--- src/fft_param_pkg.sv ---
package fft_param_pkg;

   // ------------------------------
   // transform sizing
   // ------------------------------
   localparam int TRANSFORM_LEN = 256;              // fft points per packet
   localparam int HALF_LEN      = TRANSFORM_LEN / 2; // first mirrored bin

   // ------------------------------
   // data widths
   // ------------------------------
   localparam int ADDR_W = 8;  // one ram word per bin
   localparam int COMP_W = 16; // signed re / im from the core
   localparam int MAG_W  = 32; // stored magnitude word

endpackage

--- src/lcd_param_pkg.sv ---
package lcd_param_pkg;

   localparam int PIX_W = 10; // pixel coordinate width
   localparam int RGB_W = 16; // rgb565

   // ------------------------------
   // panel geometry
   // ------------------------------
   localparam logic [PIX_W-1:0] H_DISP = 10'd480;
   localparam logic [PIX_W-1:0] V_DISP = 10'd272;

   // ------------------------------
   // bar placement
   // ------------------------------
   localparam logic [PIX_W-1:0] BAR_X0     = 10'd16;  // column of bin 0
   localparam logic [PIX_W-1:0] BAR_X_END  = 10'd272; // first column past the bars
   localparam logic [PIX_W-1:0] BAR_BASE_Y = 10'd271; // bars grow upward from here
   localparam logic [PIX_W-1:0] REQ_LEAD   = 10'd2;   // read request lead in pixels
   localparam int               MAG_SHIFT  = 8;       // magnitude -> height scale
   localparam logic [PIX_W-1:0] BAR_MAX_H  = 10'd255; // height clip

   // colours, rgb565
   localparam logic [RGB_W-1:0] BAR_COLOR = 16'h07E0; // green
   localparam logic [RGB_W-1:0] BG_COLOR  = 16'h0000; // black

   // per-line drawer sequence
   typedef enum logic [1:0] {
      LINE_IDLE, // waiting for the request lead point
      LINE_BARS, // streaming bins out of the ram
      LINE_TAIL  // all bins requested, waiting for end of line
   } draw_state_t;

endpackage

--- src/spectrum_bar_draw.sv ---
`timescale 1ns/1ps

module spectrum_bar_draw
   import fft_param_pkg::*;
   import lcd_param_pkg::*;
(
   input  logic              lcd_clk,
   input  logic              rst_n,
   input  logic [PIX_W-1:0]  pixel_x,
   input  logic [PIX_W-1:0]  pixel_y,
   input  logic              lcd_de,
   input  logic [MAG_W-1:0]  ram_data_out,  // bin magnitude, upper half masked
   input  logic [ADDR_W-1:0] fft_point_cnt, // bins requested so far
   output logic              data_req,
   output logic              fft_point_done,
   output logic [RGB_W-1:0]  pixel_rgb
);

   draw_state_t state;
   draw_state_t state_nxt;

   logic [PIX_W-1:0] x_d; // coordinates one cycle late
   logic [PIX_W-1:0] y_d;
   logic             de_d;
   logic             de_fall;
   logic [MAG_W-1:0] mag_shifted;
   logic [PIX_W-1:0] bar_h; // height of the bar for column x_d
   logic             in_area;
   logic             in_cols;
   logic             in_bar;

   assign de_fall = de_d & ~lcd_de; // end of active line

   // ------------------------------
   // line sequencer
   // ------------------------------
   always_comb begin
      state_nxt = state;
      case (state)
         LINE_IDLE: begin
            if (lcd_de && pixel_x == BAR_X0 - REQ_LEAD) begin
               state_nxt = LINE_BARS; // request ahead of the scan
            end
         end
         LINE_BARS: begin
            if (de_fall) begin
               state_nxt = LINE_IDLE; // short line, give up
            end else if (fft_point_cnt == '1) begin
               state_nxt = LINE_TAIL; // last bin requested this cycle
            end
         end
         LINE_TAIL: begin
            if (de_fall) begin
               state_nxt = LINE_IDLE;
            end
         end
         default: state_nxt = LINE_IDLE;
      endcase
   end

   always_ff @(posedge lcd_clk or negedge rst_n) begin
      if (!rst_n) begin
         state          <= LINE_IDLE;
         fft_point_done <= 1'b0;
         de_d           <= 1'b0;
      end else begin
         state          <= state_nxt;
         fft_point_done <= de_fall; // rewind pulse
         de_d           <= lcd_de;
      end
   end

   assign data_req = (state == LINE_BARS);

   // ------------------------------
   // pixel pipeline
   // ------------------------------
   // magnitude to height, clipped at the top
   assign mag_shifted = ram_data_out >> MAG_SHIFT;

   always_ff @(posedge lcd_clk) begin
      x_d <= pixel_x;
      y_d <= pixel_y;
      if (mag_shifted > MAG_W'(BAR_MAX_H)) begin
         bar_h <= BAR_MAX_H;
      end else begin
         bar_h <= PIX_W'(mag_shifted);
      end
   end

   always_comb begin
      in_area = de_d && (x_d < H_DISP) && (y_d < V_DISP);
      in_cols = (x_d >= BAR_X0) && (x_d < BAR_X_END);
      // rows BAR_BASE_Y-bar_h+1 .. BAR_BASE_Y
      in_bar  = (y_d <= BAR_BASE_Y) && ((BAR_BASE_Y - y_d) < bar_h);
   end

   always_ff @(posedge lcd_clk or negedge rst_n) begin
      if (!rst_n) begin
         pixel_rgb <= BG_COLOR;
      end else if (in_area && in_cols && in_bar) begin
         pixel_rgb <= BAR_COLOR;
      end else begin
         pixel_rgb <= BG_COLOR;
      end
   end

endmodule

--- config.mk ---
export PLATFORM = sky130hd
export DESIGN_NAME = spectrum_bar_draw
export DESIGN_NICKNAME = d
export VERILOG_FILES = /design/src/fft_param_pkg.sv /design/src/lcd_param_pkg.sv /design/src/spectrum_bar_draw.sv
export SDC_FILE = /design/constraint.sdc
export NUM_CORES = 1
export LEC_CHECK = 0
export BUFFER_PORTS_ARGS = -buffer_cell sky130_fd_sc_hd__buf_2
export CAP_MARGIN = 20
export CELL_PAD_IN_SITES_DETAIL_PLACEMENT = 0
export CELL_PAD_IN_SITES_GLOBAL_PLACEMENT = 2
export CORE_MARGIN = 4
export CORE_UTILIZATION = 21
export CTS_CLUSTER_DIAMETER = 200
export DETAILED_ROUTE_END_ITERATION = 10
export PLACE_DENSITY_LB_ADDON = 0.1
export SYNTH_ARGS = -nofsm -noshare
export SYNTH_HDL_FRONTEND = slang
export SYNTH_SLANG_ARGS = --single-unit
--- constraint.sdc ---
create_clock -name lcd_clk -period 1.8 [get_ports lcd_clk]
set_input_delay 0.27 -clock lcd_clk [delete_from_list [all_inputs] [get_ports lcd_clk]]
set_output_delay 0.27 -clock lcd_clk [all_outputs]
set_load 0.01 [all_outputs]
After elaboration in Yosys (flattened, before gate mapping) --
Index checks and enable logic that the tools add are counted.
Cells by class: $add $sub $neg 1, $mul 0, divide/modulo/power cells 0, $lt $le $gt $ge 7, equality and inequality tests 7, shifts and indexed selects 0, mux-type cells 6, bitwise logic cells 2, reduce and logical (&&, ||, !) cells 9
Operators with widths (number):
- 10-bit by 9-bit less-than comparator with 1-bit output, second input constant | 3
- 24-bit by 8-bit > comparator with 1-bit output, second input constant | 1
- 11-bit two-way mux | 1
- 10-bit by 4-bit equality test with 1-bit output, second input constant | 1
- 10-bit by 5-bit greater-or-equal comparator with 1-bit output, second input constant | 1
- 10-bit by 9-bit less-or-equal comparator with 1-bit output, second input constant | 1
- 10-bit less-than comparator | 1
- 9-bit by 10-bit subtractor with 10-bit output, first input constant | 1
- 8-bit equality test, second input constant | 1
- 2-bit two-way mux | 4
- 1-bit logical AND | 7
- 2-bit case mux with 3 select lines | 1
- 2-bit inequality test, second input constant | 2
- 3-bit by 1-bit inequality test with 1-bit output, second input constant | 1
- 3-bit AND reduction | 1
- 2-bit by 1-bit equality test with 1-bit output, second input constant | 1
- 2-bit equality test, second input constant | 1
- 2-bit logical NOT | 1
- 1-bit AND | 1
- 1-bit inverter | 1
Word-level totals: register bits after elaboration 50, latch bits 0, memory bits (writable) 0, ROM bits 0, input bits 63, output and inout port bits 18, word-level logic and storage cells 39, memories 0

Longest topological paths before layout --
word-level depth 6, gate-level depth with buffers 8, mapped depth without buffers 8

Least setup slack after synthesis --
No wires, ideal clock.
kind register -> register, start point register y_d[7], end point register pixel_rgb[9], library setup time 68 ps, arrival time 1716 ps, required time 1732 ps, path slack 16 ps, cell stages (with the launch flop) 7, buffers on the path 0, period minus slack after synthesis 1784 ps, path through dfxtp_1 o41ai_1 xnor2_1 ha_1 or4b_1 a21oi_1 and4b_1
On the way: longest elaborated chain between the ends 5, elaborated cells between the ends (all ways) 9, classes of those cells add/sub (1); order compare (3); mux (1); reduce/logical (4)
Ends and longest elaborated chain:
- from (decl) | line spectrum_bar_draw.sv:23 | logic [PIX_W-1:0] y_d;
- from (signal assigned) | line spectrum_bar_draw.sv:83 | y_d <= pixel_y;
- 9-bit by 10-bit subtractor with 10-bit output or 10-bit by 9-bit less-than comparator with 1-bit output (tied branches) | line spectrum_bar_draw.sv:95, spectrum_bar_draw.sv:92
- 10-bit less-than comparator or 1-bit logical AND (tied branches) | line spectrum_bar_draw.sv:95, spectrum_bar_draw.sv:92
- 1-bit logical AND (on tied branches) | line spectrum_bar_draw.sv:95, spectrum_bar_draw.sv:101
- 1-bit logical AND (*) | line spectrum_bar_draw.sv:101 | end else if (in_area && in_cols && in_bar) begin
- 11-bit two-way mux (*) | line spectrum_bar_draw.sv:101
- to (signal assigned) | line spectrum_bar_draw.sv:100 | pixel_rgb <= BG_COLOR;
- to (signal assigned) | line spectrum_bar_draw.sv:102 | pixel_rgb <= BAR_COLOR;
- to (signal assigned) | line spectrum_bar_draw.sv:104 | pixel_rgb <= BG_COLOR;
- to (decl) | line spectrum_bar_draw.sv:16 | output logic [RGB_W-1:0] pixel_rgb
Mark *: on every way between the ends. The rest lies on a longest branch, timed or not. A chain may end at the register's enable or synchronous reset.

Final worst setup path --
start point register y_d[6], end point register pixel_rgb[9]
Same word-level chain as after synthesis.

==> out/qor.yml <==
global_route:
  grt_pass1_wl_um: 4580
  grt_max_degree: 11
  grt_pass1_vias: 1060
  met1_usage_pct: 9.54
  antenna_found_initial: 0
  grt.met3_usage_pct: 3.23
  grt_remaining_overflow: 0
  busiest_layer: "met2"
  grt_usage_pct: 7.99
  grtUsageMet2_pct: 11.6
finish:
  fillerInstances: 651
  final_cell_count_no_fill: 271
  final_cell_mix: "buf_2 (62), dfxtp_1 (23), inv_1 (14)"
  area_delta_synth_final_pct: 40.8
  drive_above_1_share_pct: 45.9
  fin_util_pct: 30.7
  final_common_cell: "buf_2"
  antenna_cells: 0
  nets: 269
place:
  io_buffers: 62
  place_inst: 262
  dp_hpwl_um: 2410
  gp_congestion: 0.726
clock_tree:
  cts_buffers: 5
  ctsLongestPathBuffers: 2
  cts_setup_buffers: 0
  clkLatencyLatePin_ns: 0.27
  numClockSinks: 31
  cts_root_buffer: "clkbuf_8"
  clk_pin_slew_ns: 0.07
  cts_tree: "yes"
  cts.htree.levels: 2
flow_run:
  maxCapViolCount: 0
die:
  row_count: 28
  dieWidth_um: 86.6
  core-area_sq_um: 5960
  die_h_um: 86.6
  io_pins: 81
  die_area_sq_um: 7510
  start_util_pct: 21.8
synthesis:
  synth_top_area_share_pct: 40.1
  ys_seq_area_share_pct: 49.7
  syn-mean-instance-area_sq_um: 10.4
  syn_area_sq_um: 1300
  synth_top_area_cell: "dfxtp_1"
  yosysWarnings: 0
  synthCells: 125
  synth-seq-cells: 31
  yosys-top-cells-area: "dfxtp_1 (40%), ha_1 (11%), dfrtp_1 (9.6%)"
  yosys.cell_types.count: 27
sta:
  finalSetupViolCount: 0
  fin_crit_ns: 1.79
  timing.fmax_mhz: 559
  period_share_pct: 99.4
  skew_ns: 0.00454
  slew_violations: 0
  rsz0062_at_grt: "true"
  hold_violations: 0
  tns_ns: 0
route:
  detail-route-antenna-nets: 0
  drt-pass1-iter-count: 2
  vias: 1003
  routed_wl_um: 2830
  vias_per_cell: 3.70
  first_iter_violations: 7
  drt-wirelength-per-cell_um: 10.4
  route.detailed.drc: 0
setup_path:
  crit_path_top_delay_cell: "or4b_4"
  worstPathCellList: "o41ai_4 > xnor2_1 > ha_2 > or4b_4 > a21oi_2 > and4b_1"
  cp-end-kind: "flip-flop"
  crit_buf_inv: 0
  critPathTopFamily: "simple AND/OR/NAND/NOR gates"
  critical_path_class: "reg2reg"
  rr_worst_depth: 6
  cp_max_fo: 2
  cp.arrival_ns: 2.00
  required_ns: 2.01
  cp-start-kind: "flip-flop"
  path_depth: 6
  slowest_delay_ns: 0.47
pwr:
  p_per_area_nw_per_um2: 855
  ir_drop_v: 0.000239
  power_uw: 1560
  p_leak_uw: 0.000962
min_path:
  whs_path_depth: 1
  hold_class: "in2reg"
run_status:
  status: "finished, final reports clean"
## per-layer routing
layer	wire length, um	part of all wire, %	up-vias
li1	-	-	533
met5	0	0	-
met3	282	10	5
met1	1270	45	416
met2	1210	43	49
met4	65	2.3	0
## power breakdown
group	internal [uW]	leakage, uW	total (uW)	switching, uW
sequential	712	0.000283	726	14.2
clock	447	0.0000612	698	250
combinational	78.9	0.000617	140	60.6
total	1240	0.000962	1560	325
## synthesized netlist by cell type (all sizes together)
master	instances
a21oi	5
or4b	1
nor4	6
or2	8
inv	14
conb	1
dfrtp	5
nor4bb	1
dfxtp	26
nor2b	4
xnor2	5
nor2	2
and4b	1
o41ai	1
and4	1
nand3	1
o21ai	3
a211o	1
buf	15
ha	11
nand2	2
nand4b	1
o21a	1
a21boi	1
mux2i	1
nor3	3
nand4	4
## state kept, by name, indices dropped and copies added, names as in the netlist
name,flops
bar_h,10
de_d,1
fft_point_done,1
pixel_rgb,1
state,2
x_d,6
y_d,10
## worst register-to-register path: stages, from the launching register on
cell and delay [ns]:
dfxtp_2 0.33, o41ai_4 0.36, xnor2_1 0.11, ha_2 0.17, or4b_4 0.47, a21oi_2 0.10
and4b_1 0.18
## stage by stage
stage / instance area (sq um) / hold WS [ns] / setup slack (ns)
6_report: 1830 / 0.0912 / 0.0113
5_1_grt: 1830 / 0.0793 / -0.0917
4_1_cts: 1810 / 0.0802 / -0.0399
3_5_place_dp: 1660 / 0.0969 / -0.132
3_3_place_gp: 1660 / 0.0911 / -0.113
2_1_floorplan: 1340 / -0.0256 / 0.0159
## worst paths after layout
check,slack [ns],to,start
worst max-delay path,0.01,pixel_rgb[9]$_DFF_PN0_,y_d[6]$_DFF_P_
worst min-delay path,0.09,y_d[0]$_DFF_P_,pixel_y[0]
worst max register to register,0.01,pixel_rgb[9]$_DFF_PN0_,y_d[6]$_DFF_P_
worst min register to register,0.50,state[0]$_DFFE_PN0P_,state[1]$_DFFE_PN0P_
max in group asynchronous,1.31,pixel_rgb[9]$_DFF_PN0_,rst_n
min in group asynchronous,0.34,state[1]$_DFFE_PN0P_,rst_n
## timing repair
action                                  CTS  global route
pin swaps                                 3             1
hold buffers                              1             0
endpoints found under the setup margin    1             1
resized for setup                         5             5
hold endpoints to repair                  5             0
## cells by family after synthesis
| kind of cell | synth area share, % |
|---|---|
| multiplexers | 0.771 |
| adder cells (fa/ha/maj) | 10.6 |
| buffers and inverters | 12.7 |
| AND/OR/NAND/NOR | 17.0 |
| AO/OA/AOI/OAI | 5.59 |
| flip-flops | 49.7 |
| other | 0.289 |
| XOR/XNOR | 3.37 |
## layout make-up
type / instances / area, sq um / share of cell area [%]
flip-flops and latches: 31 / 652 / 35.6
multi-input cells: 76 / 563 / 30.8
repair buffers: 67 / 350 / 19.2
well taps: 75 / 93.8 / 5.13
clock buffers: 6 / 82.6 / 4.51
inverters: 14 / 52.6 / 2.87
clock inverters: 2 / 35.0 / 1.92
No activity file was read; power rests on OpenSTA's default activity.
