===== config.mk =====
export PLATFORM = sky130hd
export DESIGN_NAME = fft_magnitude
export DESIGN_NICKNAME = d
export VERILOG_FILES = /design/src/fft_param_pkg.sv /design/src/fft_magnitude.sv
export SDC_FILE = /design/constraint.sdc
export NUM_CORES = 1
export LEC_CHECK = 0
export ABC_AREA = 1
export ABC_CLOCK_PERIOD_IN_PS = 800
export BUFFER_PORTS_ARGS = -buffer_cell sky130_fd_sc_hd__buf_4
export CAP_MARGIN = 5
export CORE_UTILIZATION = 49
export CTS_BUF_LIST = sky130_fd_sc_hd__clkbuf_8
export CTS_CLUSTER_DIAMETER = 150
export DETAILED_ROUTE_END_ITERATION = 6
export GPL_TIMING_DRIVEN = 0
export PLACE_DENSITY = 0.76
export REMOVE_ABC_BUFFERS = 1
export SYNTH_ARGS = -nofsm -noshare
export SYNTH_HDL_FRONTEND = slang
export SYNTH_SLANG_ARGS = --single-unit

===== constraint.sdc =====
create_clock -name clk -period 0.8 [get_ports clk]
set_input_delay 0.04 -clock clk [delete_from_list [all_inputs] [get_ports clk]]
set_output_delay 0.04 -clock clk [all_outputs]
set_load 0.005 [all_outputs]

===== src/fft_param_pkg.sv =====
package fft_param_pkg;

   // ------------------------------
   // transform sizing
   // ------------------------------
   localparam int TRANSFORM_LEN = 256;              // fft points per packet
   localparam int HALF_LEN      = TRANSFORM_LEN / 2; // first mirrored bin

   // ------------------------------
   // data widths
   // ------------------------------
   localparam int ADDR_W = 8;  // one ram word per bin
   localparam int COMP_W = 16; // signed re / im from the core
   localparam int MAG_W  = 32; // stored magnitude word

endpackage


===== src/fft_magnitude.sv =====
`timescale 1ns/1ps

module fft_magnitude import fft_param_pkg::*; (
   input  logic                     clk,
   input  logic                     rst_n,
   input  logic signed [COMP_W-1:0] fft_re,    // real part of bin
   input  logic signed [COMP_W-1:0] fft_im,    // imag part of bin
   input  logic                     fft_valid,
   input  logic                     fft_eop,   // last bin of packet
   output logic        [MAG_W-1:0]  mag_data,
   output logic                     mag_valid,
   output logic                     mag_eop
);

   // one extra bit so that abs of the most negative value still fits
   logic signed [COMP_W:0]   re_ext;
   logic signed [COMP_W:0]   im_ext;
   logic        [COMP_W:0]   abs_re;
   logic        [COMP_W:0]   abs_im;
   logic        [COMP_W+1:0] abs_sum; // |re| + |im|, carry included

   // ------------------------------
   // |re| + |im|
   // ------------------------------
   assign re_ext = {fft_re[COMP_W-1], fft_re}; // sign extend
   assign im_ext = {fft_im[COMP_W-1], fft_im};

   always_comb begin
      abs_re = re_ext[COMP_W] ? -re_ext : re_ext;
      abs_im = im_ext[COMP_W] ? -im_ext : im_ext;
   end

   assign abs_sum = {1'b0, abs_re} + {1'b0, abs_im};

   // ------------------------------
   // output stage
   // ------------------------------
   // payload word, only loaded with a valid bin
   always_ff @(posedge clk) begin
      if (fft_valid) begin
         mag_data <= MAG_W'(abs_sum); // zero extend
      end
   end

   // strobes follow the data by exactly one clk
   always_ff @(posedge clk or negedge rst_n) begin
      if (!rst_n) begin
         mag_valid <= 1'b0;
         mag_eop   <= 1'b0;
      end else begin
         mag_valid <= fft_valid;
         mag_eop   <= fft_eop & fft_valid; // eop only counts with its bin
      end
   end

endmodule


* After elaboration in Yosys (flattened, before gate mapping)
Index checks and enable logic that the tools add are counted.
** Word-level totals
- Bits in registers :: 20
- Bits of input ports :: 36
- Output and inout port bits :: 34
** Cells by class
- Add/sub/neg operators :: 3
- Muxes and demuxes :: 2
- Bitwise gates (word level) :: 1
** Operators with widths (count)
- 17-bit 2-to-1 mux :: 2
- 16-bit negation with 17-bit output :: 2
- 17-bit by 17-bit adder with 18-bit output :: 1
- 1-bit bitwise AND :: 1

* Depth between registers and ports, before layout
Gate-level depths: netlist of run 1.
- Depth in word-level cells :: 3
- Mapped depth :: 18

* Worst setup path before layout of run 1
OpenSTA, ideal clock, no wires.
- Path type :: input -> register
- Start point :: in fft_im[1]
- End point :: reg mag_data[14] (data pin)
- Arrival time :: 1.713 ns
- Slack :: -1.166 ns
- Cell stages on the path :: 15
- Cell sequence :: inv_1 -> ha_1 -> nand3_1 -> o21ai_2 -> nand3_1 -> xor2_1 -> ha_1 -> nand2_1 -> inv_1 -> nand2_1 -> nand2_1 -> a21oi_1 -> nand2_1 -> nand2_1 -> nand2_1
** Between the ends
- Word-level cells in the longest chain between the ends :: 3
** RTL lines
- start, declared :: line fft_magnitude.sv:7 : input logic signed [COMP_W-1:0] fft_im,
- 16-bit negation with 17-bit output :: line fft_magnitude.sv:30 : abs_im = im_ext[COMP_W] ? -im_ext : im_ext;
- 17-bit 2-to-1 mux * :: line fft_magnitude.sv:30
- 17-bit by 17-bit adder with 18-bit output * :: line fft_magnitude.sv:33 : assign abs_sum = {1'b0, abs_re} + {1'b0, abs_im};
- net abs_sum[14] :: line fft_magnitude.sv:20 : logic [COMP_W+1:0] abs_sum;
- end signal, assigned :: line fft_magnitude.sv:41 : mag_data <= MAG_W'(abs_sum);
- end, declared :: line fft_magnitude.sv:10 : output logic [MAG_W-1:0] mag_data,
Mark *: on every way through the listed nets, which the timed path passes. The rest lies on a longest branch.
A chain may end at the register's enable or synchronous reset.

* Worst setup path in the final report of run 1
- Start point :: in fft_re[4]
- End point :: reg mag_data[14] (data pin)
** Between the ends
- Word-level cells in the longest chain between the ends :: 3
** RTL lines
- start, declared :: line fft_magnitude.sv:6 : input logic signed [COMP_W-1:0] fft_re,
- 16-bit negation with 17-bit output :: line fft_magnitude.sv:29 : abs_re = re_ext[COMP_W] ? -re_ext : re_ext;
- 17-bit 2-to-1 mux * :: line fft_magnitude.sv:29
- 17-bit by 17-bit adder with 18-bit output * :: line fft_magnitude.sv:33
- net abs_sum[14] :: line fft_magnitude.sv:20
Marked as above.

==> results.json, run 1 <==
{
  "status": "complete, but fails checks",
  "violations": "setup timing",
  "grt_pass1_wl_mm": 9.259,
  "yosysUniqueCellTypes": 24,
  "grt_max_degree": 21,
  "critPathKind": "in -> reg",
  "finalNonFillerCells": 554,
  "ios": 70,
  "worst_slack_ns": -1.205,
  "synth_compound_area_share_pct": 4.515,
  "yosys.area_share.adder_pct": 10.45,
  "finalCritPeriodShare_pct": 250.6,
  "num-nets-final": 544,
  "gp_congestion": 0.8296,
  "layout_common_cells": "100 x nand2_1, 77 x buf_4, 53 x inv_1",
  "cts_sinks": 20,
  "via_per_inst": 5.094,
  "cp.required_ns": 0.81,
  "netlist_area_um2": 2466,
  "synth_top_family_by_area": "simple AND/OR/NAND/NOR gates",
  "finalSetupViolations": 24,
  "critPathMaxFanout": 4,
  "cts_buffers": 3,
  "fmax_mhz": 498.8,
  "critical_path_arrival_ns": 2.02,
  "wirelength_mm": 7.554,
  "grt.overflow.total": 0,
  "muxShareOfSynthArea_pct": 0,
  "max-vdd-ir-drop_mv": 0.8174,
  "synth.area.top_cells": "edfxtp_1 22%, nand2_1 22%, inv_1 12%",
  "synth_area_per_cell_um2": 6.307,
  "dp_hpwl_mm": 4.040,
  "clock-root-buffer": "clkbuf_8",
  "fill_cells": 292,
  "drt_first_pass_iters": 4,
  "fin_crit_ns": 2.005,
  "ant_nets": 0,
  "hold_viol": 0,
  "cts_tree": "done",
  "hp-class": "in -> reg",
  "track_usage_pct": 22.07,
  "synth_top_area_share_pct": 21.92,
  "core_um2": 4786,
  "die-area_um2": 5320,
  "drt_iter0_markers": 202,
  "yosys_most_used_dff": "edfxtp_1",
  "worst_setup_path_end_kind": "flop",
  "rsz0062_at_grt": "yes",
  "async_reset_ff_share_pct": 10.00,
  "netlist_instances": 391,
  "synthToLayoutAreaGrowth_pct": 56.16,
  "num_rows": 25,
  "avgRoutedWirePerCell_um": 13.64,
  "grt_pass1_vias": 2303,
  "diodes": 0,
  "clockBufferDepth": 2,
  "num_vias": 2822,
  "die_y_um": 72.94,
  "final_common_cell": "nand2_1",
  "ys_warn_count": 0,
  "synthSimpleGateAreaFrac_pct": 34.25,
  "antenna_found_initial": 0,
  "yosysTopAreaCell": "edfxtp_1",
  "maxCapViolCount": 0,
  "clk_pin_slew_worst_paths_ns": 0.07,
  "pre_cts_ws_ns": -1.556,
  "fp.dieW_um": 72.94,
  "synth-xor-area-share_pct": 10.30,
  "io_buffers": 55,
  "cts.htree.levels": 1,
  "slew_viol_final": 0,
  "startpoint_type": "primary input",
  "leakage_nw": 1.975,
  "dp.cells": 512,
  "power_density_nw_per_um2": 1491,
  "synth_edf_count": 18,
  "yosysSeqAreaShare_pct": 23.95,
  "utilization_pct": 80.47,
  "start_util_pct": 51.53,
  "layout-drive-gt1-share_pct": 44.56,
  "synth-seq-cells": 20,
  "drc_errors": 0
}
## sequential cells by signal, indices dropped and copies added, names as in the netlist
register / cells
mag_data: 18
mag_eop: 1
mag_valid: 1
## Yosys cell counts (3+ instances only)
cell type and count:
nand3_1 28, nand2_1 144, nor3_1 3, inv_1 77
a21oi_1 11, ha_1 19, buf_4 14, xor2_1 23
nor2_1 23, edfxtp_1 18, xnor2_1 6, o21ai_0 8
## power by group
part           switching (W)  internal (W)  leakage (nW)
logic                0.00187       0.00160          1.75
registers          0.0000551       0.00144         0.200
clock network       0.000335      0.000438        0.0288
total                0.00226       0.00348          1.98
## stage by stage
step                      TNS, ns  hold slack (ns)  power, W  area [um^2]
final                      -15.25          0.04116  0.005742         3851
after global placement     -19.31          -0.1779  0.003654         2904
after CTS                  -13.21          0.04384  0.004843         3372
after detailed placement   -19.96          -0.1758  0.003700         2904
after global routing       -16.77          0.04536  0.006057         3851
after floorplan            -14.97          -0.2556  0.002933         2407
## final cells by class
class | instances | area (um^2) | share of cell area, %
multi-input cells | 293 | 2044 | 53.09
repair buffers | 93 | 767.0 | 19.92
flip-flops and latches | 20 | 590.6 | 15.33
inverters | 77 | 310.3 | 8.057
well taps | 67 | 83.83 | 2.177
clock buffers | 4 | 55.05 | 1.430
## metal layers
| metal | wire, um | vias up | global-route usage, % | share of wire [%] |
|---|---|---|---|---|
| li1 | - | 1353 | - | - |
| met2 | 3855 | 160 | 42.06 | 51 |
| met4 | 331 | 0 | 8.932 | 4.4 |
| met3 | 458 | 34 | 0.9669 | 6.1 |
| met1 | 2908 | 1275 | 25.73 | 38 |
| met5 | 0 | - | 0 | 0 |
## timing repair
item,in CTS,in global routing
hold buffers,2,0
buffers inserted,18,18
gates resized for setup,73,96
setup endpoints to repair,22,36
hold endpoints to repair,3,0
pin swaps,41,69
## worst max-delay path, cell delays in order
cell and delay, ns:
buf_4 0.11, inv_1 0.14, nand2_2 0.11, o21ai_2 0.20, nand2_1 0.10, xor2_1 0.16
ha_1 0.35, nand2_1 0.12, nand2_1 0.10, nand2_1 0.11, nand2_2 0.07, a21oi_2 0.17
nand2_1 0.09, nand2_1 0.08, nand2_1 0.07
## cells by family after synthesis
| kind of cell | after synthesis |
|---|---|
| DFF | 20 |
| and+or+nand+nor | 207 |
| buffers and inverters | 93 |
| adders and majority gates | 20 |
| AOI/OAI and AO/OA | 21 |
| xor gates and xnor gates | 29 |
| other | 1 |
## path summary, 6_finish.rpt
kind / slack (ns) / from / cells past startpoint / to
min in group asynchronous: 0.09 / rst_n / 2 / mag_eop$_DFF_PN0_
worst min-delay path: 0.04 / fft_valid / 1 / mag_valid$_DFF_PN0_
worst max-delay path: -1.21 / fft_re[4] / 15 / mag_data[14]$_DFFE_PP_
max in group asynchronous: 0.62 / rst_n / 2 / mag_valid$_DFF_PN0_
(Power assumes the default switching activity.)
==> run 2, diff against run 1 <==
Settings changed: BUFFER_PORTS_ARGS -buffer_cell sky130_fd_sc_hd__buf_4 to -buffer_cell sky130_fd_sc_hd__clkbuf_2.
==> run 2 against run 1 <==
Net effect: the flow still finishes with violations (setup timing); via count decreased by 6.9%; setup slack improved by 0.094 ns; combinational power decreased by 11%; flip-flop and latch count unchanged; utilization decreased by 5.6 points; die area unchanged; final cell count decreased by 2.9%; sequential power about the same; power decreased by 7.3%; clock power decreased by 2%; largest cell class unchanged.
==> results.json, run 2 (same netlist as run 1, synthesis figures left out) <==
{
  "fin_crit_ns": 1.911,
  "finalNonFillerCells": 538,
  "clockBufferDepth": 2,
  "grt_pass1_vias": 2115,
  "worst_slack_ns": -1.111,
  "status": "complete, but fails checks",
  "cts_tree": "done",
  "drt_iter0_markers": 143,
  "die-area_um2": 5320,
  "leakage_nw": 1.871,
  "drc_errors": 0,
  "violations": "setup timing",
  "avgRoutedWirePerCell_um": 12.06,
  "diodes": 0,
  "cts_buffers": 3,
  "maxCapViolCount": 0,
  "grt_max_degree": 21,
  "grt_pass1_wl_mm": 8.376,
  "critPathMaxFanout": 4,
  "regMostFlops": "mag_data",
  "final_area_um2": 3585,
  "ios": 70,
  "start_util_pct": 51.53,
  "cts_sinks": 20,
  "largest_registers": "mag_data: 18 flops, mag_eop: 1 flops, mag_valid: 1 flops",
  "cp.required_ns": 0.81,
  "clock-root-buffer": "clkbuf_8",
  "pre_cts_ws_ns": -1.578,
  "worst_setup_path_end_kind": "flop",
  "fp.dieW_um": 72.94,
  "wirelength_mm": 6.486,
  "num_vias": 2626,
  "startpoint_type": "primary input",
  "hp-class": "in -> async",
  "via_per_inst": 4.881,
  "die_y_um": 72.94,
  "fmax_mhz": 523.2,
  "hold_viol": 0,
  "fill_cells": 355,
  "io_buffers": 55,
  "num-nets-final": 528,
  "critPathKind": "in -> reg",
  "track_usage_pct": 19.92,
  "setup_tns_ns": -14.25,
  "clk_pin_slew_worst_paths_ns": 0.07,
  "ant_nets": 0,
  "finalCritPeriodShare_pct": 238.9,
  "core_um2": 4786,
  "power_density_nw_per_um2": 1484,
  "drt_first_pass_iters": 4,
  "cts.htree.levels": 1,
  "gp_congestion": 0.8325,
  "utilization_pct": 74.90,
  "synthToLayoutAreaGrowth_pct": 45.36,
  "largest_reg_flops": 18,
  "slew_viol_final": 0,
  "rsz0062_at_grt": "yes",
  "layout-drive-gt1-share_pct": 43.10,
  "dp_hpwl_mm": 4.073,
  "final_common_cell": "nand2_1",
  "num_rows": 25,
  "dp.cells": 512,
  "max-vdd-ir-drop_mv": 0.6270,
  "grt.overflow.total": 0,
  "layout_common_cells": "94 x nand2_1, 52 x inv_1, 49 x clkbuf_2",
  "critical_path_arrival_ns": 1.93,
  "finalSetupViolations": 16,
  "antenna_found_initial": 0,
  "dpl_cell_area_um2": 2766
}
## run 2: cell types whose count changed in the layout (fill, tap and decap cells not counted), sizes merged
cell / delta
inv: +1
clkinvlp: -1
buf: -67
clkbuf: +51
## run 2: layout make-up
class | count | area [um^2] | share of cell area, %
Clock buffer | 4 | 55.05 | 1.536
Inverter | 77 | 316.6 | 8.831
Multi-Input combinational cell | 293 | 2041 | 56.93
Sequential cell | 20 | 590.6 | 16.47
Tap cell | 67 | 83.83 | 2.339
Timing Repair Buffer | 77 | 498.0 | 13.89
## run 2: where the power goes
part | switching, W | internal (W)
combinational | 0.00178 | 0.00130
sequential | 0.0000431 | 0.00144
clock | 0.000318 | 0.000438
## run 2: how the worst max path moves through the flow
| stage | endpoint | slack (ns) | from | depth (start not counted) |
|---|---|---|---|---|
| floorplan | mag_data[14]$_DFFE_PP_ | -1.17 | fft_im[1] | 15 |
| global placement | mag_data[14]$_DFFE_PP_ | -1.50 | fft_im[0] | 16 |
| detailed placement | mag_data[14]$_DFFE_PP_ | -1.58 | fft_im[0] | 16 |
| CTS | mag_data[15]$_DFFE_PP_ | -1.08 | fft_im[1] | 15 |
| global route | mag_data[14]$_DFFE_PP_ | -1.24 | fft_re[1] | 15 |
| finish | mag_data[14]$_DFFE_PP_ | -1.11 | fft_re[1] | 15 |
## run 2: metal layers
metal / GRT usage [%] / wire [um]
met4: 6.536 / 214
met1: 23.39 / 2584
met5: 0 / 0
met2: 38.11 / 3347
met3: 1.381 / 340
## run 2: what timing repair did
action / 4_1_cts / 5_1_grt
pin swaps: 25 / 67
resized for setup: 53 / 126
endpoints found under the hold margin: 3 / 0
setup buffers: 5 / 16
hold buffers: 2 / 0
setup endpoints to repair: 16 / 25
gates cloned: 0 / 0
## run 2: worst max-delay path, stage by stage
cell     delay, ns
buf_8         0.11
inv_8         0.05
ha_4          0.15
nand3_4       0.11
o21ai_4       0.18
nand2_1       0.10
xor2_1        0.18
ha_1          0.36
nand2_1       0.08
inv_2         0.09
nand2_2       0.07
nor3_2        0.17
nand2_1       0.09
nand3_1       0.08
nand2_1       0.06
## run 2: stage by stage
step           total power [W]  hold slack (ns)
6_report              0.005321          0.09290
5_1_grt               0.005653          0.09484
4_1_cts               0.004549          0.09755
3_5_place_dp          0.003545          -0.1723
3_3_place_gp          0.003495          -0.1749
2_1_floorplan         0.002933          -0.2556
